### config.mk
export PLATFORM = sky130hd
export DESIGN_NAME = snoop_unit_top
export DESIGN_NICKNAME = d
export VERILOG_FILES = /design/src/verilog/snoop_pkg.sv /design/src/verilog/beat_counter.sv /design/src/verilog/cd_collector.sv /design/src/verilog/snoop_data_fifo.sv /design/src/verilog/snoop_resp_fsm.sv /design/src/verilog/snoop_unit_top.sv
export SDC_FILE = /design/constraint.sdc
export NUM_CORES = 1
export LEC_CHECK = 0
export ABC_AREA = 1
export BUFFER_PORTS_ARGS = -buffer_cell sky130_fd_sc_hd__clkbuf_2
export CORE_AREA = 2 2 196 102
export CTS_CLUSTER_DIAMETER = 200
export CTS_CLUSTER_SIZE = 40
export DETAILED_ROUTE_END_ITERATION = 10
export DIE_AREA = 0 0 198 104
export GPL_TIMING_DRIVEN = 0
export PLACE_DENSITY = 0.75
export SYNTH_ARGS = -nofsm -noshare
export SYNTH_HDL_FRONTEND = slang
export SYNTH_HIERARCHICAL = 1
export SYNTH_SLANG_ARGS = --single-unit
### constraint.sdc
create_clock -name clk_i -period 9.8 [get_ports clk_i]
set_clock_uncertainty 0.2 [all_clocks]
set_input_delay 0.98 -clock clk_i [delete_from_list [all_inputs] [get_ports clk_i]]
set_output_delay 0.98 -clock clk_i [all_outputs]
set_load 0.03 [all_outputs]
### src/verilog/snoop_pkg.sv
`default_nettype none

package snoop_pkg;

    localparam int NUM_PORTS  = 4;
    localparam int DATA_W     = 64;
    localparam int LINE_BEATS = 2;  // 4 works as well
    localparam int BEAT_IDX_W = (LINE_BEATS > 1) ? $clog2(LINE_BEATS) : 1;
    localparam int PORT_IDX_W = (NUM_PORTS > 1) ? $clog2(NUM_PORTS) : 1;
    localparam int ID_W       = 4;

    // Data buffer sizing
    localparam int FIFO_DEPTH = 2;
    localparam int FIFO_PTR_W = (FIFO_DEPTH > 1) ? $clog2(FIFO_DEPTH) : 1;
    localparam int FIFO_CNT_W = $clog2(FIFO_DEPTH + 1);

    typedef enum logic {
        SEND_INVALID_ACK_R,
        READ_SNP_DATA
    } su_op_e;

    typedef struct packed {
        su_op_e                  op;
        logic [ID_W-1:0]         id;
        logic                    single_beat;     // 0 for a full line
        logic [BEAT_IDX_W-1:0]   beat_offset;
        logic                    shared;
        logic                    dirty;
        logic [NUM_PORTS-1:0]    data_available;
        logic [PORT_IDX_W-1:0]   first_responder;
    } snoop_cmd_t;

    typedef struct packed {
        logic [DATA_W-1:0] data;
        logic              last;
    } cd_beat_t;

    // resp[3] is shared, resp[2] is dirty
    typedef struct packed {
        logic [ID_W-1:0]   id;
        logic [DATA_W-1:0] data;
        logic [3:0]        resp;
        logic              last;
    } r_beat_t;

endpackage

`default_nettype wire

### src/verilog/beat_counter.sv
`timescale 1ns/1ps
`default_nettype none

module beat_counter import snoop_pkg::*; (
    input  wire logic                  clk_i,
    input  wire logic                  rst_ni,
    input  wire logic                  clear_i,
    input  wire logic                  incr_i,
    output logic      [BEAT_IDX_W-1:0] beat_idx_o
);

    logic [BEAT_IDX_W-1:0] beat_q;

    // Counts every pop, skipped beats included
    always_ff @(posedge clk_i or negedge rst_ni) begin
        if (!rst_ni) begin
            beat_q <= '0;
        end else if (clear_i) begin
            beat_q <= '0;
        end else if (incr_i) begin
            if (beat_q == BEAT_IDX_W'(LINE_BEATS - 1)) begin
                beat_q <= '0;  // Wrap at line end
            end else begin
                beat_q <= beat_q + 1'b1;
            end
        end
    end

    assign beat_idx_o = beat_q;

endmodule

`default_nettype wire

### src/verilog/cd_collector.sv
`timescale 1ns/1ps
`default_nettype none

module cd_collector import snoop_pkg::*; (
    input  wire logic                  clk_i,
    input  wire logic                  rst_ni,
    input  wire logic                  busy_i,
    input  wire logic [NUM_PORTS-1:0]  data_available_i,
    input  wire logic [PORT_IDX_W-1:0] first_responder_i,
    input  wire logic                  fifo_full_i,
    input  wire cd_beat_t [NUM_PORTS-1:0] cd_i,
    input  wire logic [NUM_PORTS-1:0]  cd_valid_i,
    output logic      [NUM_PORTS-1:0]  cd_ready_o,
    output logic                       push_o,
    output logic      [DATA_W-1:0]     push_data_o,
    output logic                       all_last_o
);

    logic [NUM_PORTS-1:0] last_seen_q;
    logic [NUM_PORTS-1:0] last_seen_d;
    logic                 all_last_q;

    // Ready per port; other responders are drained and their data dropped
    always_comb begin
        cd_ready_o = '0;
        if (busy_i) begin
            for (int i = 0; i < NUM_PORTS; i++) begin
                cd_ready_o[i] = data_available_i[i] && !last_seen_q[i];
            end
            if (fifo_full_i) begin
                cd_ready_o[first_responder_i] = 1'b0;  // Hold off until FIFO drains
            end
        end
    end

    always_comb begin
        last_seen_d = last_seen_q;
        for (int i = 0; i < NUM_PORTS; i++) begin
            if (cd_valid_i[i] && cd_ready_o[i] && cd_i[i].last) begin
                last_seen_d[i] = 1'b1;
            end
        end
    end

    always_ff @(posedge clk_i or negedge rst_ni) begin
        if (!rst_ni) begin
            last_seen_q <= '0;
            all_last_q  <= 1'b0;
        end else if (!busy_i) begin
            last_seen_q <= '0;
            all_last_q  <= 1'b0;
        end else begin
            last_seen_q <= last_seen_d;
            all_last_q  <= (last_seen_d == data_available_i);
        end
    end

    assign push_o      = cd_valid_i[first_responder_i] && cd_ready_o[first_responder_i];
    assign push_data_o = cd_i[first_responder_i].data;
    assign all_last_o  = all_last_q;

endmodule

`default_nettype wire

### src/verilog/snoop_data_fifo.sv
`timescale 1ns/1ps
`default_nettype none

module snoop_data_fifo import snoop_pkg::*; (
    input  wire logic              clk_i,
    input  wire logic              rst_ni,
    input  wire logic              flush_i,
    input  wire logic              push_i,
    input  wire logic              pop_i,
    input  wire logic [DATA_W-1:0] data_i,
    output logic      [DATA_W-1:0] data_o,
    output logic                   full_o,
    output logic                   empty_o
);

    logic [DATA_W-1:0]     mem_q [FIFO_DEPTH];
    logic [FIFO_PTR_W-1:0] wr_ptr_q;
    logic [FIFO_PTR_W-1:0] rd_ptr_q;
    logic [FIFO_CNT_W-1:0] count_q;
    logic                  do_push;
    logic                  do_pop;

    function automatic logic [FIFO_PTR_W-1:0] ptr_inc(input logic [FIFO_PTR_W-1:0] ptr);
        if (ptr == FIFO_PTR_W'(FIFO_DEPTH - 1)) begin
            return '0;
        end
        return ptr + 1'b1;
    endfunction

    assign full_o  = (count_q == FIFO_CNT_W'(FIFO_DEPTH));
    assign empty_o = (count_q == '0);
    assign do_push = push_i && !full_o;
    assign do_pop  = pop_i && !empty_o;
    assign data_o  = mem_q[rd_ptr_q];  // No fall-through

    always_ff @(posedge clk_i or negedge rst_ni) begin
        if (!rst_ni) begin
            wr_ptr_q <= '0;
            rd_ptr_q <= '0;
            count_q  <= '0;
        end else if (flush_i) begin
            wr_ptr_q <= '0;
            rd_ptr_q <= '0;
            count_q  <= '0;
        end else begin
            if (do_push) wr_ptr_q <= ptr_inc(wr_ptr_q);
            if (do_pop)  rd_ptr_q <= ptr_inc(rd_ptr_q);
            count_q <= count_q + FIFO_CNT_W'(do_push) - FIFO_CNT_W'(do_pop);
        end
    end

    always_ff @(posedge clk_i) begin
        if (do_push && !flush_i) begin
            mem_q[wr_ptr_q] <= data_i;
        end
    end

endmodule

`default_nettype wire

### src/verilog/snoop_resp_fsm.sv
`timescale 1ns/1ps
`default_nettype none

module snoop_resp_fsm import snoop_pkg::*; (
    input  wire logic                  clk_i,
    input  wire logic                  rst_ni,
    input  wire snoop_cmd_t            su_cmd_i,
    input  wire logic                  su_valid_i,
    output logic                       su_ready_o,
    input  wire logic                  fifo_empty_i,
    input  wire logic [DATA_W-1:0]     fifo_data_i,
    input  wire logic [BEAT_IDX_W-1:0] beat_idx_i,
    input  wire logic                  all_last_i,
    output r_beat_t                    r_o,
    output logic                       r_valid_o,
    input  wire logic                  r_ready_i,
    output logic                       pop_o,
    output logic                       start_o,
    output logic                       busy_o,
    output logic                       done_o,
    output snoop_cmd_t                 cmd_q_o
);

    typedef enum logic [1:0] {
        IDLE,
        SEND_BEATS,
        WAIT_R_READY,
        WAIT_CD_LAST
    } state_e;

    state_e     state_q;
    state_e     state_d;
    snoop_cmd_t cmd_q;
    logic       line_end;

    assign line_end = (beat_idx_i == BEAT_IDX_W'(LINE_BEATS - 1));

    always_ff @(posedge clk_i or negedge rst_ni) begin
        if (!rst_ni) begin
            state_q <= IDLE;
            cmd_q   <= '0;
        end else begin
            state_q <= state_d;
            if (state_q == IDLE && su_valid_i) begin
                cmd_q <= su_cmd_i;
            end
        end
    end

    always_comb begin
        state_d    = state_q;
        su_ready_o = 1'b0;
        r_o        = '0;
        r_valid_o  = 1'b0;
        pop_o      = 1'b0;
        start_o    = 1'b0;
        done_o     = 1'b0;

        case (state_q)
            IDLE: begin
                su_ready_o = 1'b1;
                if (su_valid_i) begin
                    if (su_cmd_i.op == SEND_INVALID_ACK_R) begin
                        // Empty ack goes out in the handshake cycle
                        r_o.id    = su_cmd_i.id;
                        r_o.last  = 1'b1;
                        r_valid_o = 1'b1;
                        if (!r_ready_i) state_d = WAIT_R_READY;
                    end else begin
                        start_o = 1'b1;
                        state_d = SEND_BEATS;
                    end
                end
            end

            SEND_BEATS: begin
                r_o.id   = cmd_q.id;
                r_o.data = fifo_data_i;
                r_o.resp = {cmd_q.shared, cmd_q.dirty, 2'b00};
                if (!fifo_empty_i) begin
                    if (cmd_q.single_beat && beat_idx_i != cmd_q.beat_offset) begin
                        pop_o = 1'b1;  // Not the addressed beat, drop it
                    end else begin
                        r_o.last  = cmd_q.single_beat || line_end;
                        r_valid_o = 1'b1;
                        if (r_ready_i) begin
                            pop_o = 1'b1;
                            if (r_o.last) begin
                                if (all_last_i) begin
                                    done_o  = 1'b1;
                                    state_d = IDLE;
                                end else begin
                                    state_d = WAIT_CD_LAST;
                                end
                            end
                        end
                    end
                end
            end

            WAIT_R_READY: begin
                r_o.id    = cmd_q.id;
                r_o.last  = 1'b1;
                r_valid_o = 1'b1;
                if (r_ready_i) state_d = IDLE;
            end

            WAIT_CD_LAST: begin
                // Leftover first-responder beats are discarded so the port can finish
                pop_o = !fifo_empty_i;
                if (all_last_i) begin
                    done_o  = 1'b1;
                    state_d = IDLE;
                end
            end

            default: state_d = IDLE;
        endcase
    end

    assign busy_o  = (state_q == SEND_BEATS) || (state_q == WAIT_CD_LAST);
    assign cmd_q_o = cmd_q;

endmodule

`default_nettype wire

### src/verilog/snoop_unit_top.sv
`timescale 1ns/1ps
`default_nettype none

module snoop_unit_top import snoop_pkg::*; (
    input  wire logic                 clk_i,
    input  wire logic                 rst_ni,
    input  wire snoop_cmd_t           su_cmd_i,
    input  wire logic                 su_valid_i,
    output logic                      su_ready_o,
    input  wire cd_beat_t [NUM_PORTS-1:0] cd_i,
    input  wire logic [NUM_PORTS-1:0] cd_valid_i,
    output logic      [NUM_PORTS-1:0] cd_ready_o,
    output r_beat_t                   r_o,
    output logic                      r_valid_o,
    input  wire logic                 r_ready_i,
    output logic                      cd_busy_o,
    output logic                      cd_done_o
);

    logic                  busy;
    logic                  start;
    logic                  pop;
    logic                  push;
    logic [DATA_W-1:0]     push_data;
    logic [DATA_W-1:0]     fifo_data;
    logic                  fifo_full;
    logic                  fifo_empty;
    logic                  fifo_flush;
    logic [BEAT_IDX_W-1:0] beat_idx;
    logic                  all_last;
    snoop_cmd_t            cmd_q;

    assign fifo_flush = !busy;  // Buffer starts empty for every read
    assign cd_busy_o  = busy;

    snoop_resp_fsm fsm0 (
        .clk_i        (clk_i),
        .rst_ni       (rst_ni),
        .su_cmd_i     (su_cmd_i),
        .su_valid_i   (su_valid_i),
        .su_ready_o   (su_ready_o),
        .fifo_empty_i (fifo_empty),
        .fifo_data_i  (fifo_data),
        .beat_idx_i   (beat_idx),
        .all_last_i   (all_last),
        .r_o          (r_o),
        .r_valid_o    (r_valid_o),
        .r_ready_i    (r_ready_i),
        .pop_o        (pop),
        .start_o      (start),
        .busy_o       (busy),
        .done_o       (cd_done_o),
        .cmd_q_o      (cmd_q)
    );

    beat_counter cnt0 (
        .clk_i      (clk_i),
        .rst_ni     (rst_ni),
        .clear_i    (start),
        .incr_i     (pop),
        .beat_idx_o (beat_idx)
    );

    cd_collector col0 (
        .clk_i             (clk_i),
        .rst_ni            (rst_ni),
        .busy_i            (busy),
        .data_available_i  (cmd_q.data_available),
        .first_responder_i (cmd_q.first_responder),
        .fifo_full_i       (fifo_full),
        .cd_i              (cd_i),
        .cd_valid_i        (cd_valid_i),
        .cd_ready_o        (cd_ready_o),
        .push_o            (push),
        .push_data_o       (push_data),
        .all_last_o        (all_last)
    );

    snoop_data_fifo fifo0 (
        .clk_i   (clk_i),
        .rst_ni  (rst_ni),
        .flush_i (fifo_flush),
        .push_i  (push),
        .pop_i   (pop),
        .data_i  (push_data),
        .data_o  (fifo_data),
        .full_o  (fifo_full),
        .empty_o (fifo_empty)
    );

endmodule

`default_nettype wire
==> results of run 1 <==
[area by class of cell]
| type | count | area, um2 | share of cell area |
|---|---|---|---|
| buffer | 55 | 314 | 0.0283 |
| clock buffer | 18 | 439 | 0.0396 |
| clock inverter | 14 | 126 | 0.0114 |
| inverter | 108 | 405 | 0.0365 |
| multi-input combinational | 665 | 3070 | 0.277 |
| sequential | 154 | 4490 | 0.405 |
| tap | 266 | 333 | 0.0300 |
| timing repair buffer | 369 | 1920 | 0.173 |
[metrics by stage]
step | setup WS, ps | setup TNS, ps | std cells
6_report | 5850 | 0 | 1649
5_1_grt | 5620 | 0 | 1649
4_1_cts | 5930 | 0 | 1649
3_5_place_dp | 5980 | 0 | 1617
3_3_place_gp | -98.8 | -5890 | 1609
2_1_floorplan | 2240 | 0 | 982
[layer usage]
metal	GRT usage	up-vias
li1	-	3996
met1	0.367	3714
met2	0.404	344
met3	0.0756	22
met4	0.0602	2
met5	0	-
[critical path, stage by stage, from the launching register on]
cell,delay (ps)
dfrtp_1,430
inv_1,100
ha_1,140
buf_2,250
or2_1,300
inv_2,160
nor2_1,120
nand2_1,90
o21ai_0,170
o21ai_0,120
nor3_1,420
o21ai_2,210
nor2_4,430
buf_12,250
buf_12,220
[how the worst min path moves through the flow]
stage,from,endpoint,slack (ps),depth (start not counted)
after floorplan,fsm0/cmd_q_o[10]$_DFFE_PN0P_,fsm0/cmd_q_o[10]$_DFFE_PN0P_,250,2
final,fsm0/cmd_q_o[10]$_DFFE_PN0P_,fsm0/cmd_q_o[10]$_DFFE_PN0P_,290,2
after global placement,fsm0/cmd_q_o[13]$_DFFE_PN0P_,fsm0/cmd_q_o[13]$_DFFE_PN0P_,270,2
after global routing,fsm0/cmd_q_o[11]$_DFFE_PN0P_,fsm0/cmd_q_o[11]$_DFFE_PN0P_,310,2
after CTS,fsm0/cmd_q_o[10]$_DFFE_PN0P_,fsm0/cmd_q_o[10]$_DFFE_PN0P_,280,2
after detailed placement,fsm0/cmd_q_o[10]$_DFFE_PN0P_,fsm0/cmd_q_o[10]$_DFFE_PN0P_,270,2
[power groups by stage]
stage | sequential (mW) | clock [mW] | combinational [mW]
4_1_cts | 0.960 | 0.639 | 1.35
2_1_floorplan | 0.968 | 0 | 0.865
3_3_place_gp | 0.981 | 0 | 1.31
6_report | 0.961 | 0.626 | 1.36
3_5_place_dp | 0.973 | 0 | 1.35
5_1_grt | 0.971 | 0.664 | 1.48
[state kept, by name (all words and copies together), names as in the netlist]
| name | cells |
|---|---|
| fifo0/mem_q | 128 |
| fsm0/cmd_q_o | 14 |
| col0/last_seen_q | 4 |
| fifo0/count_q | 2 |
| fsm0/state_q | 2 |
| cnt0/beat_idx_o | 1 |
| col0/all_last_o | 1 |
| fifo0/rd_ptr_q | 1 |
| fifo0/wr_ptr_q | 1 |
==> results by group, run 1 <==
Power and ir drop
  • Logic gate share of total power: 0.461
  • Sw frac: 0.436
  • Clk network pwr share: 0.213
  • Seq pwr share: 0.326
  • Net Sw Power: 1.28 mW
  • PD cells: 265 nW/um2
  • Peak supply drop: 0.126 mV
  • Internal power: 1.66 mW
  • Pleak: 5.96 nW
  • Post-layout total power: 2.94 mW

Clock tree
  • Max clock buf depth: 2
  • CTS tree: done
  • Resized cells post-CTS: 0
  • Clock slew at reported path FFs: 70 ps
  • Total CTS buffers: 17
  • H-tree levels: 4
  • Clock root cell: clkbuf_16
  • Post-CTS Setup Inserts: 0
  • Cts hold-fix bufs: 0
  • Clock latency on the worst-skew pair: 400 ps
  • Clock sinks: 154

Global routing
  • First-pass GRT wire length: 40400 um
  • Largest net degree at the start of global routing: 29
  • Number of global-route vias before repair: 7528
  • GR Overflow Total: 0
  • All-Layer GR Usage: 0.262
  • Initial antenna violation count: 1

STA
  • RSZ-0062 raised after global routing: no
  • Fmax: 253 MHz
  • Max-slew violations: 0
  • Worst-Margin Slew: 727 ps
  • Count of final hold-check violations: 0
  • Worst rel slew slack: 0.515
  • Final setup viols: 0
  • Hold Slack: 286 ps
  • Tcrit/Tclk final: 0.403
  • Tmin final: 3950 ps

Finish
  • Layout cell share with drive strength beyond 1: 0.338
  • Area Growth Syn to Fin: 34.3%
  • Fin nets: 1659
  • Final Util: 0.585
  • Final instance area: 11100 um2
  • # fillers: 1716
  • N_diodes: 0
  • Commonest non-fill, non-tap cell in the layout: nand2_1
  • Commonest cells after routing, fill and taps aside: 453 x nand2_1, 361 x clkbuf_2, 128 x edfxtp_1

Route
  • Wire length on met2: 11800 um
  • Routed WL: 26800 um
  • Routed length on met1: 12100 um
  • Routed via count: 8078
  • Met3 routed WL: 2680 um
  • Drc violations: 0
  • Post-DRT Antenna Nets: 0
  • DRT iter0 DRCs: 672
  • Max layer used: met5
  • Via density: 4.90
  • First-pass iteration count of the detailed router: 7
  • Post-DR wirelength/cell: 16.3 um

Die
  • Core area: 19000 um2
  • Die area: 20600 um2
  • Die height: 104 um
  • Cell Rows: 36
  • Initial Utilization: 0.436
  • Die width: 198 um
  • Boundary Pins: 364

Synth
  • Synth Instances: 981
  • Ys Warns: 6
  • Post-Syn Area: 8270 um2
  • Avg Cell Area, Syn: 8.43 um2

Critical path
  • R2R Setup Slk: 5850 ps
  • Critical path launch point type: register
  • Reg2reg end: fifo0/mem_q[0][41]$_DFFE_PP_
  • Required time worst endpoint: 9690 ps
  • Worst Setup SP: fsm0/state_q[1]$_DFFE_PN0P_
  • FF-to-FF path depth: 14
  • Reg2reg start: fsm0/state_q[1]$_DFFE_PN0P_
  • Crit path to: fifo0/mem_q[0][41]$_DFFE_PP_
  • CP endpoint kind: register
  • Crit Path Category: reg -> reg
  • Worst-path fanout max: 28
  • CP arrival: 3840 ps

Placed design
  • Port Buf Inserts: 361
  • Placed Area: 10500 um2
  • RD Place Congestion: 0.920
  • DP HPWL: 21300 um

Run status
  • Outcome: complete, no violations

Worst hold path
  • Worst hold path type: reg -> reg

Run
  • Max-Cap Viols: 0
(Power assumes the default switching activity.)
==> run 2, diff against run 1 <==
--- a/config.mk
+++ b/config.mk
@@ -5,15 +5,15 @@
 export SDC_FILE = /design/constraint.sdc
 export NUM_CORES = 1
 export LEC_CHECK = 0
-export ABC_AREA = 1
+export ABC_AREA = 0
 export BUFFER_PORTS_ARGS = -buffer_cell sky130_fd_sc_hd__clkbuf_2
-export CORE_AREA = 2 2 196 102
+export CORE_AREA = 2 2 200 104
 export CTS_CLUSTER_DIAMETER = 200
 export CTS_CLUSTER_SIZE = 40
 export DETAILED_ROUTE_END_ITERATION = 10
-export DIE_AREA = 0 0 198 104
+export DIE_AREA = 0 0 202 106
 export GPL_TIMING_DRIVEN = 0
-export PLACE_DENSITY = 0.75
+export PLACE_DENSITY = 0.76
 export SYNTH_ARGS = -nofsm -noshare
 export SYNTH_HDL_FRONTEND = slang
 export SYNTH_HIERARCHICAL = 1
==> constraint.sdc (replaced) <==
create_clock -name clk_i -period 3.2 [get_ports clk_i]
set_clock_uncertainty 0.2 [all_clocks]
set_input_delay 0.32 -clock clk_i [delete_from_list [all_inputs] [get_ports clk_i]]
set_output_delay 0.32 -clock clk_i [all_outputs]
set_load 0.03 [all_outputs]
==> results by group, run 2 <==
Finish
  • N_diodes: 0
  • Fin nets: 1204
  • # fillers: 1580
  • Area Growth Syn to Fin: 37.5%
  • Commonest non-fill, non-tap cell in the layout: clkbuf_2
  • Layout cell share with drive strength beyond 1: 0.629
  • Commonest cells after routing, fill and taps aside: 361 x clkbuf_2, 128 x edfxtp_1, 66 x and2_1
  • Largest Register: fifo0/mem_q
  • Max reg flops: 128

Route
  • Routed via count: 6124
  • Routed WL: 22400 um
  • Drc violations: 0
  • Met3 routed WL: 1390 um
  • DRT iter0 DRCs: 395
  • Post-DRT Antenna Nets: 0
  • Wire length on met2: 10800 um
  • Post-DR wirelength/cell: 18.7 um
  • Via density: 5.10
  • Routed length on met1: 9770 um
  • First-pass iteration count of the detailed router: 7
  • Max layer used: met4

STA
  • Final setup viols: 0
  • RSZ-0062 raised after global routing: no
  • Fmax: 332 MHz
  • Count of final hold-check violations: 0
  • Worst rel slew slack: 0.408
  • Worst-Margin Slew: 887 ps
  • Tmin final: 3020 ps
  • Final worst slack: 184 ps
  • Max-slew violations: 0
  • Tcrit/Tclk final: 0.942

Critical path
  • Cell mode on critical path: ha_1
  • Worst-path fanout max: 10
  • Worst path slowest cell: dfrtp_1
  • Crit Path Category: reg -> reg
  • CP arrival: 3140 ps
  • CP endpoint kind: register
  • Required time worst endpoint: 3320 ps
  • Max stage delay on crit path: 430 ps
  • Cell Chain, Critical Path: inv_1, ha_1, clkbuf_8, clkbuf_8, or2_4, inv_4, a2111oi_4, nand2b_4, ha_1, inv_1, ha_1, xor2_1, and2_2, nor3_2
  • Critical path launch point type: register

Global routing
  • Initial antenna violation count: 1
  • Number of global-route vias before repair: 6022
  • GR Overflow Total: 0
  • Largest net degree at the start of global routing: 27
  • First-pass GRT wire length: 33200 um
  • All-Layer GR Usage: 0.210

Clock tree
  • Clock root cell: clkbuf_16
  • Clock slew at reported path FFs: 60 ps
  • H-tree levels: 4
  • Clock latency on the worst-skew pair: 410 ps
  • Clock sinks: 154
  • Total CTS buffers: 17
  • CTS tree: done
  • Max clock buf depth: 2

Synth
  • Avg Cell Area, Syn: 16.6 um2
  • Ys Warns: 6
  • Synth Instances: 508
  • Post-Syn Area: 8420 um2

Die
  • Die area: 21400 um2
  • Boundary Pins: 364
  • Cell Rows: 37
  • Initial Utilization: 0.424
  • Die width: 202 um
  • Core area: 19900 um2
  • Die height: 106 um

Worst hold path
  • Worst hold path type: in -> reg

Power and ir drop
  • Pleak: 4.95 nW
  • PD cells: 790 nW/um2
  • Post-layout total power: 9.15 mW
  • Peak supply drop: 0.375 mV

Placed design
  • DP HPWL: 17800 um
  • RD Place Congestion: 0.833
  • Port Buf Inserts: 361
  • Pre-CTS WS: -213 ps

Run
  • Max-Cap Viols: 0

Run status
  • Outcome: complete, no violations
-- run 2: final timing paths --
| path | depth (start not counted) | from | end | slack, ps |
|---|---|---|---|---|
| hold / removal | 3 | cd_i[65] | col0/last_seen_q[1]$_DFF_PN0_ | 30 |
| hold reg to reg | 1 | fsm0/cmd_q_o[7]$_DFFE_PN0P_ | fsm0/cmd_q_o[7]$_DFFE_PN0P_ | 310 |
| setup reg to reg | 14 | fsm0/state_q[1]$_DFFE_PN0P_ | fifo0/count_q[1]$_DFF_PN0_ | 180 |
| max in group asynchronous | 2 | rst_ni | fsm0/state_q[0]$_DFFE_PN0P_ | 2010 |
| setup / recovery | 14 | fsm0/state_q[1]$_DFFE_PN0P_ | fifo0/count_q[1]$_DFF_PN0_ | 180 |
| min in group asynchronous | 2 | rst_ni | fsm0/cmd_q_o[3]$_DFFE_PN0P_ | 300 |
-- run 2: final cells by class --
cell class,count,area (um2),area share
Clock inverter,13,144,0.0124
Clock buffer,19,433,0.0374
Inverter,11,43.8,0.00378
Multi-Input combinational cell,309,3660,0.317
Tap cell,273,342,0.0295
Buffer,35,284,0.0245
Timing Repair Buffer,387,2170,0.188
Sequential cell,154,4490,0.388
-- run 2: metrics by stage --
stage           util  instance area (um2)  TNS, ps  std cells  hold WS (ps)
5_1_grt        0.583                11600        0       1201          47.5
2_1_floorplan      -                 8480   -71450        509          -176
6_report       0.583                11600        0       1201          33.6
3_3_place_gp   0.535                10600  -208240       1143           194
4_1_cts        0.583                11600        0       1201          19.2
3_5_place_dp   0.544                10800   -10130       1150           208
-- run 2: what timing repair did --
item | in CTS | in global routing
hold buffers | 17 | 0
pin swaps | 1 | 0
setup buffers | 2 | 0
resized for setup | 0 | 1
endpoints found under the setup margin | 64 | 1
endpoints found under the hold margin | 41 | 0
-- run 2: power by group --
part	switching, mW	internal (mW)
sequential	0.141	2.73
combinational	2.43	1.89
clock	0.794	1.16
-- run 2: critical path: cells and delay by family, from the launching register on --
kind / cells / cell delay [ps]
buffers and inverters: 5 / 630
DFF: 1 / 430
and+or+nand+nor: 4 / 660
xor gates and xnor gates: 1 / 140
adders and majority gates: 3 / 620
AOI/OAI and AO/OA: 1 / 260
-- run 2: metal layers --
metal,GRT usage,vias to the layer above
li1,-,2803
met1,0.280,3029
met2,0.346,266
met3,0.0454,26
met4,0.0651,0
met5,0,-
==> run 3, diff against run 2 <==
--- a/config.mk
+++ b/config.mk
@@ -7,11 +7,12 @@
 export LEC_CHECK = 0
 export ABC_AREA = 0
 export BUFFER_PORTS_ARGS = -buffer_cell sky130_fd_sc_hd__clkbuf_2
-export CORE_AREA = 2 2 200 104
+export CORE_AREA = 3 3 201 105
 export CTS_CLUSTER_DIAMETER = 200
 export CTS_CLUSTER_SIZE = 40
 export DETAILED_ROUTE_END_ITERATION = 10
-export DIE_AREA = 0 0 202 106
+export DIE_AREA = 0 0 204 108
+export GPL_ROUTABILITY_DRIVEN = 0
 export GPL_TIMING_DRIVEN = 0
 export PLACE_DENSITY = 0.76
 export SYNTH_ARGS = -nofsm -noshare
==> results by group, run 3 (synthesis gave the netlist of run 2 again) <==
STA
  • Tmin final: 3060 ps
  • Final setup viols: 0
  • Fmax: 327 MHz
  • Final worst slack: 145 ps
  • Worst rel slew slack: 0.520
  • RSZ-0062 raised after global routing: no
  • Tcrit/Tclk final: 0.955
  • Count of final hold-check violations: 0
  • Worst-Margin Slew: 719 ps
  • Max-slew violations: 0

Global routing
  • First-pass GRT wire length: 35300 um
  • Met2 Track Usage GR: 0.383
  • Largest net degree at the start of global routing: 27
  • All-Layer GR Usage: 0.213
  • Initial antenna violation count: 1
  • Grt met1 use: 0.260
  • GR Overflow Total: 0
  • Global Route met3 Usage: 0.0553
  • Number of global-route vias before repair: 6481
  • Top Usage Layer GRT: met2

Critical path
  • Required time worst endpoint: 3110 ps
  • Worst-path fanout max: 18
  • Critical path launch point type: register
  • CP endpoint kind: register
  • Worst Setup SP: fsm0/state_q[1]$_DFFE_PN0P_
  • Reg2reg start: fsm0/state_q[1]$_DFFE_PN0P_
  • Crit Path Category: reg -> reg
  • CP arrival: 2970 ps

Die
  • Die height: 108 um
  • Cell Rows: 36
  • Initial Utilization: 0.436
  • Die width: 204 um
  • Die area: 22000 um2
  • Core area: 19300 um2
  • Boundary Pins: 364

Finish
  • N_diodes: 0
  • Commonest cells after routing, fill and taps aside: 361 x clkbuf_2, 128 x edfxtp_1, 66 x and2_1
  • Commonest non-fill, non-tap cell in the layout: clkbuf_2
  • Max reg flops: 128
  • Area Growth Syn to Fin: 37.8%
  • Largest Register: fifo0/mem_q
  • Layout cell share with drive strength beyond 1: 0.628
  • Final Util: 0.600
  • Fin nets: 1207

Worst hold path
  • Min-delay src: cd_i[65]
  • Worst hold path type: in -> reg

Clock tree
  • Total CTS buffers: 17
  • Clock slew at reported path FFs: 60 ps
  • CTS tree: done
  • Max clock buf depth: 2
  • Clock latency on the worst-skew pair: 410 ps
  • Clock root cell: clkbuf_16
  • H-tree levels: 4
  • Clock sinks: 154

Route
  • DRT iter0 DRCs: 459
  • First-pass iteration count of the detailed router: 5
  • Post-DR wirelength/cell: 20.0 um
  • Drc violations: 0
  • Post-DRT Antenna Nets: 0
  • Via density: 5.19
  • Routed WL: 23900 um
  • Routed via count: 6211

Run
  • Max-Cap Viols: 0

Run status
  • Outcome: complete, no violations

Placed design
  • Pre-CTS WS: -224 ps
  • DP HPWL: 18800 um
  • Port Buf Inserts: 361

Power and ir drop
  • Seq pwr share: 0.311
  • Peak supply drop: 0.492 mV
  • Net Sw Power: 3.38 mW
  • Internal power: 5.86 mW
  • Logic gate share of total power: 0.470
  • Pleak: 4.98 nW
  • Clk network pwr share: 0.219
  • Sw frac: 0.366
  • PD cells: 797 nW/um2
-- run 3: what timing repair did --
| item | in CTS | in global routing |
|---|---|---|
| endpoints found under the hold margin | 41 | 0 |
| resized for setup | 0 | 1 |
| hold buffers | 16 | 0 |
| pin swaps | 2 | 1 |
| setup buffers | 6 | 0 |
| setup endpoints to repair | 68 | 18 |
-- run 3: worst max-delay path: stages (launching register included) --
cell and delay (ps):
dfrtp_1 410, inv_1 100, ha_1 150, clkbuf_8 190
clkbuf_8 200, or2_4 200, inv_4 80, a2111oi_4 260
nand2b_4 130, nor3b_4 250, buf_12 200, buf_16 160
buf_8 190
-- run 3: path summary, 6_finish.rpt --
| kind | endpoint | slack [ps] | cells past startpoint |
|---|---|---|---|
| min in group asynchronous | fsm0/cmd_q_o[5]$_DFFE_PN0P_ | 280 | 2 |
| setup / recovery | fifo0/mem_q[1][15]$_DFFE_PP_ | 140 | 12 |
| max in group asynchronous | fsm0/cmd_q_o[10]$_DFFE_PN0P_ | 2070 | 2 |
| hold reg to reg | fsm0/cmd_q_o[13]$_DFFE_PN0P_ | 310 | 1 |
| setup reg to reg | fifo0/mem_q[1][15]$_DFFE_PP_ | 140 | 12 |
| hold / removal | col0/last_seen_q[1]$_DFF_PN0_ | 40 | 3 |
-- run 3: routing by layer --
| layer | routed length (um) | part of all wire | vias up |
|---|---|---|---|
| met3 | 1420 | 0.059 | 34 |
| li1 | - | - | 2808 |
| met2 | 12800 | 0.53 | 220 |
| met5 | 13 | 0.00054 | - |
| met4 | 349 | 0.015 | 2 |
| met1 | 9340 | 0.39 | 3147 |
-- run 3: per-stage QoR --
stage	cell area [um2]	power, mW	TNS (ps)	instances	hold slack [ps]
floorplan	8480	5.94	-71450	509	-176
global placement	10600	7.05	-207420	1136	185
detailed placement	10800	7.22	-8100	1143	195
CTS	11600	9.32	0	1197	1.02
global route	11600	9.70	0	1197	36.9
finish	11600	9.24	0	1197	39.0
-- run 3: layout make-up --
type	count	area, um2
Buffer	35	284
Timing Repair Buffer	390	2200
Sequential cell	154	4490
Multi-Input combinational cell	309	3660
Clock inverter	12	149
Fill cell	1530	7730
Inverter	11	43.8
Tap cell	266	333
Clock buffer	20	437
-- run 3: power groups by stage --
stage | Sequential [mW] | Clock [mW] | Combinational [mW]
after global placement | 2.91 | 0 | 4.14
after floorplan | 2.88 | 0 | 3.06
after detailed placement | 2.92 | 0 | 4.31
after CTS | 2.88 | 2.07 | 4.37
after global routing | 2.91 | 2.15 | 4.64
final | 2.88 | 2.02 | 4.34
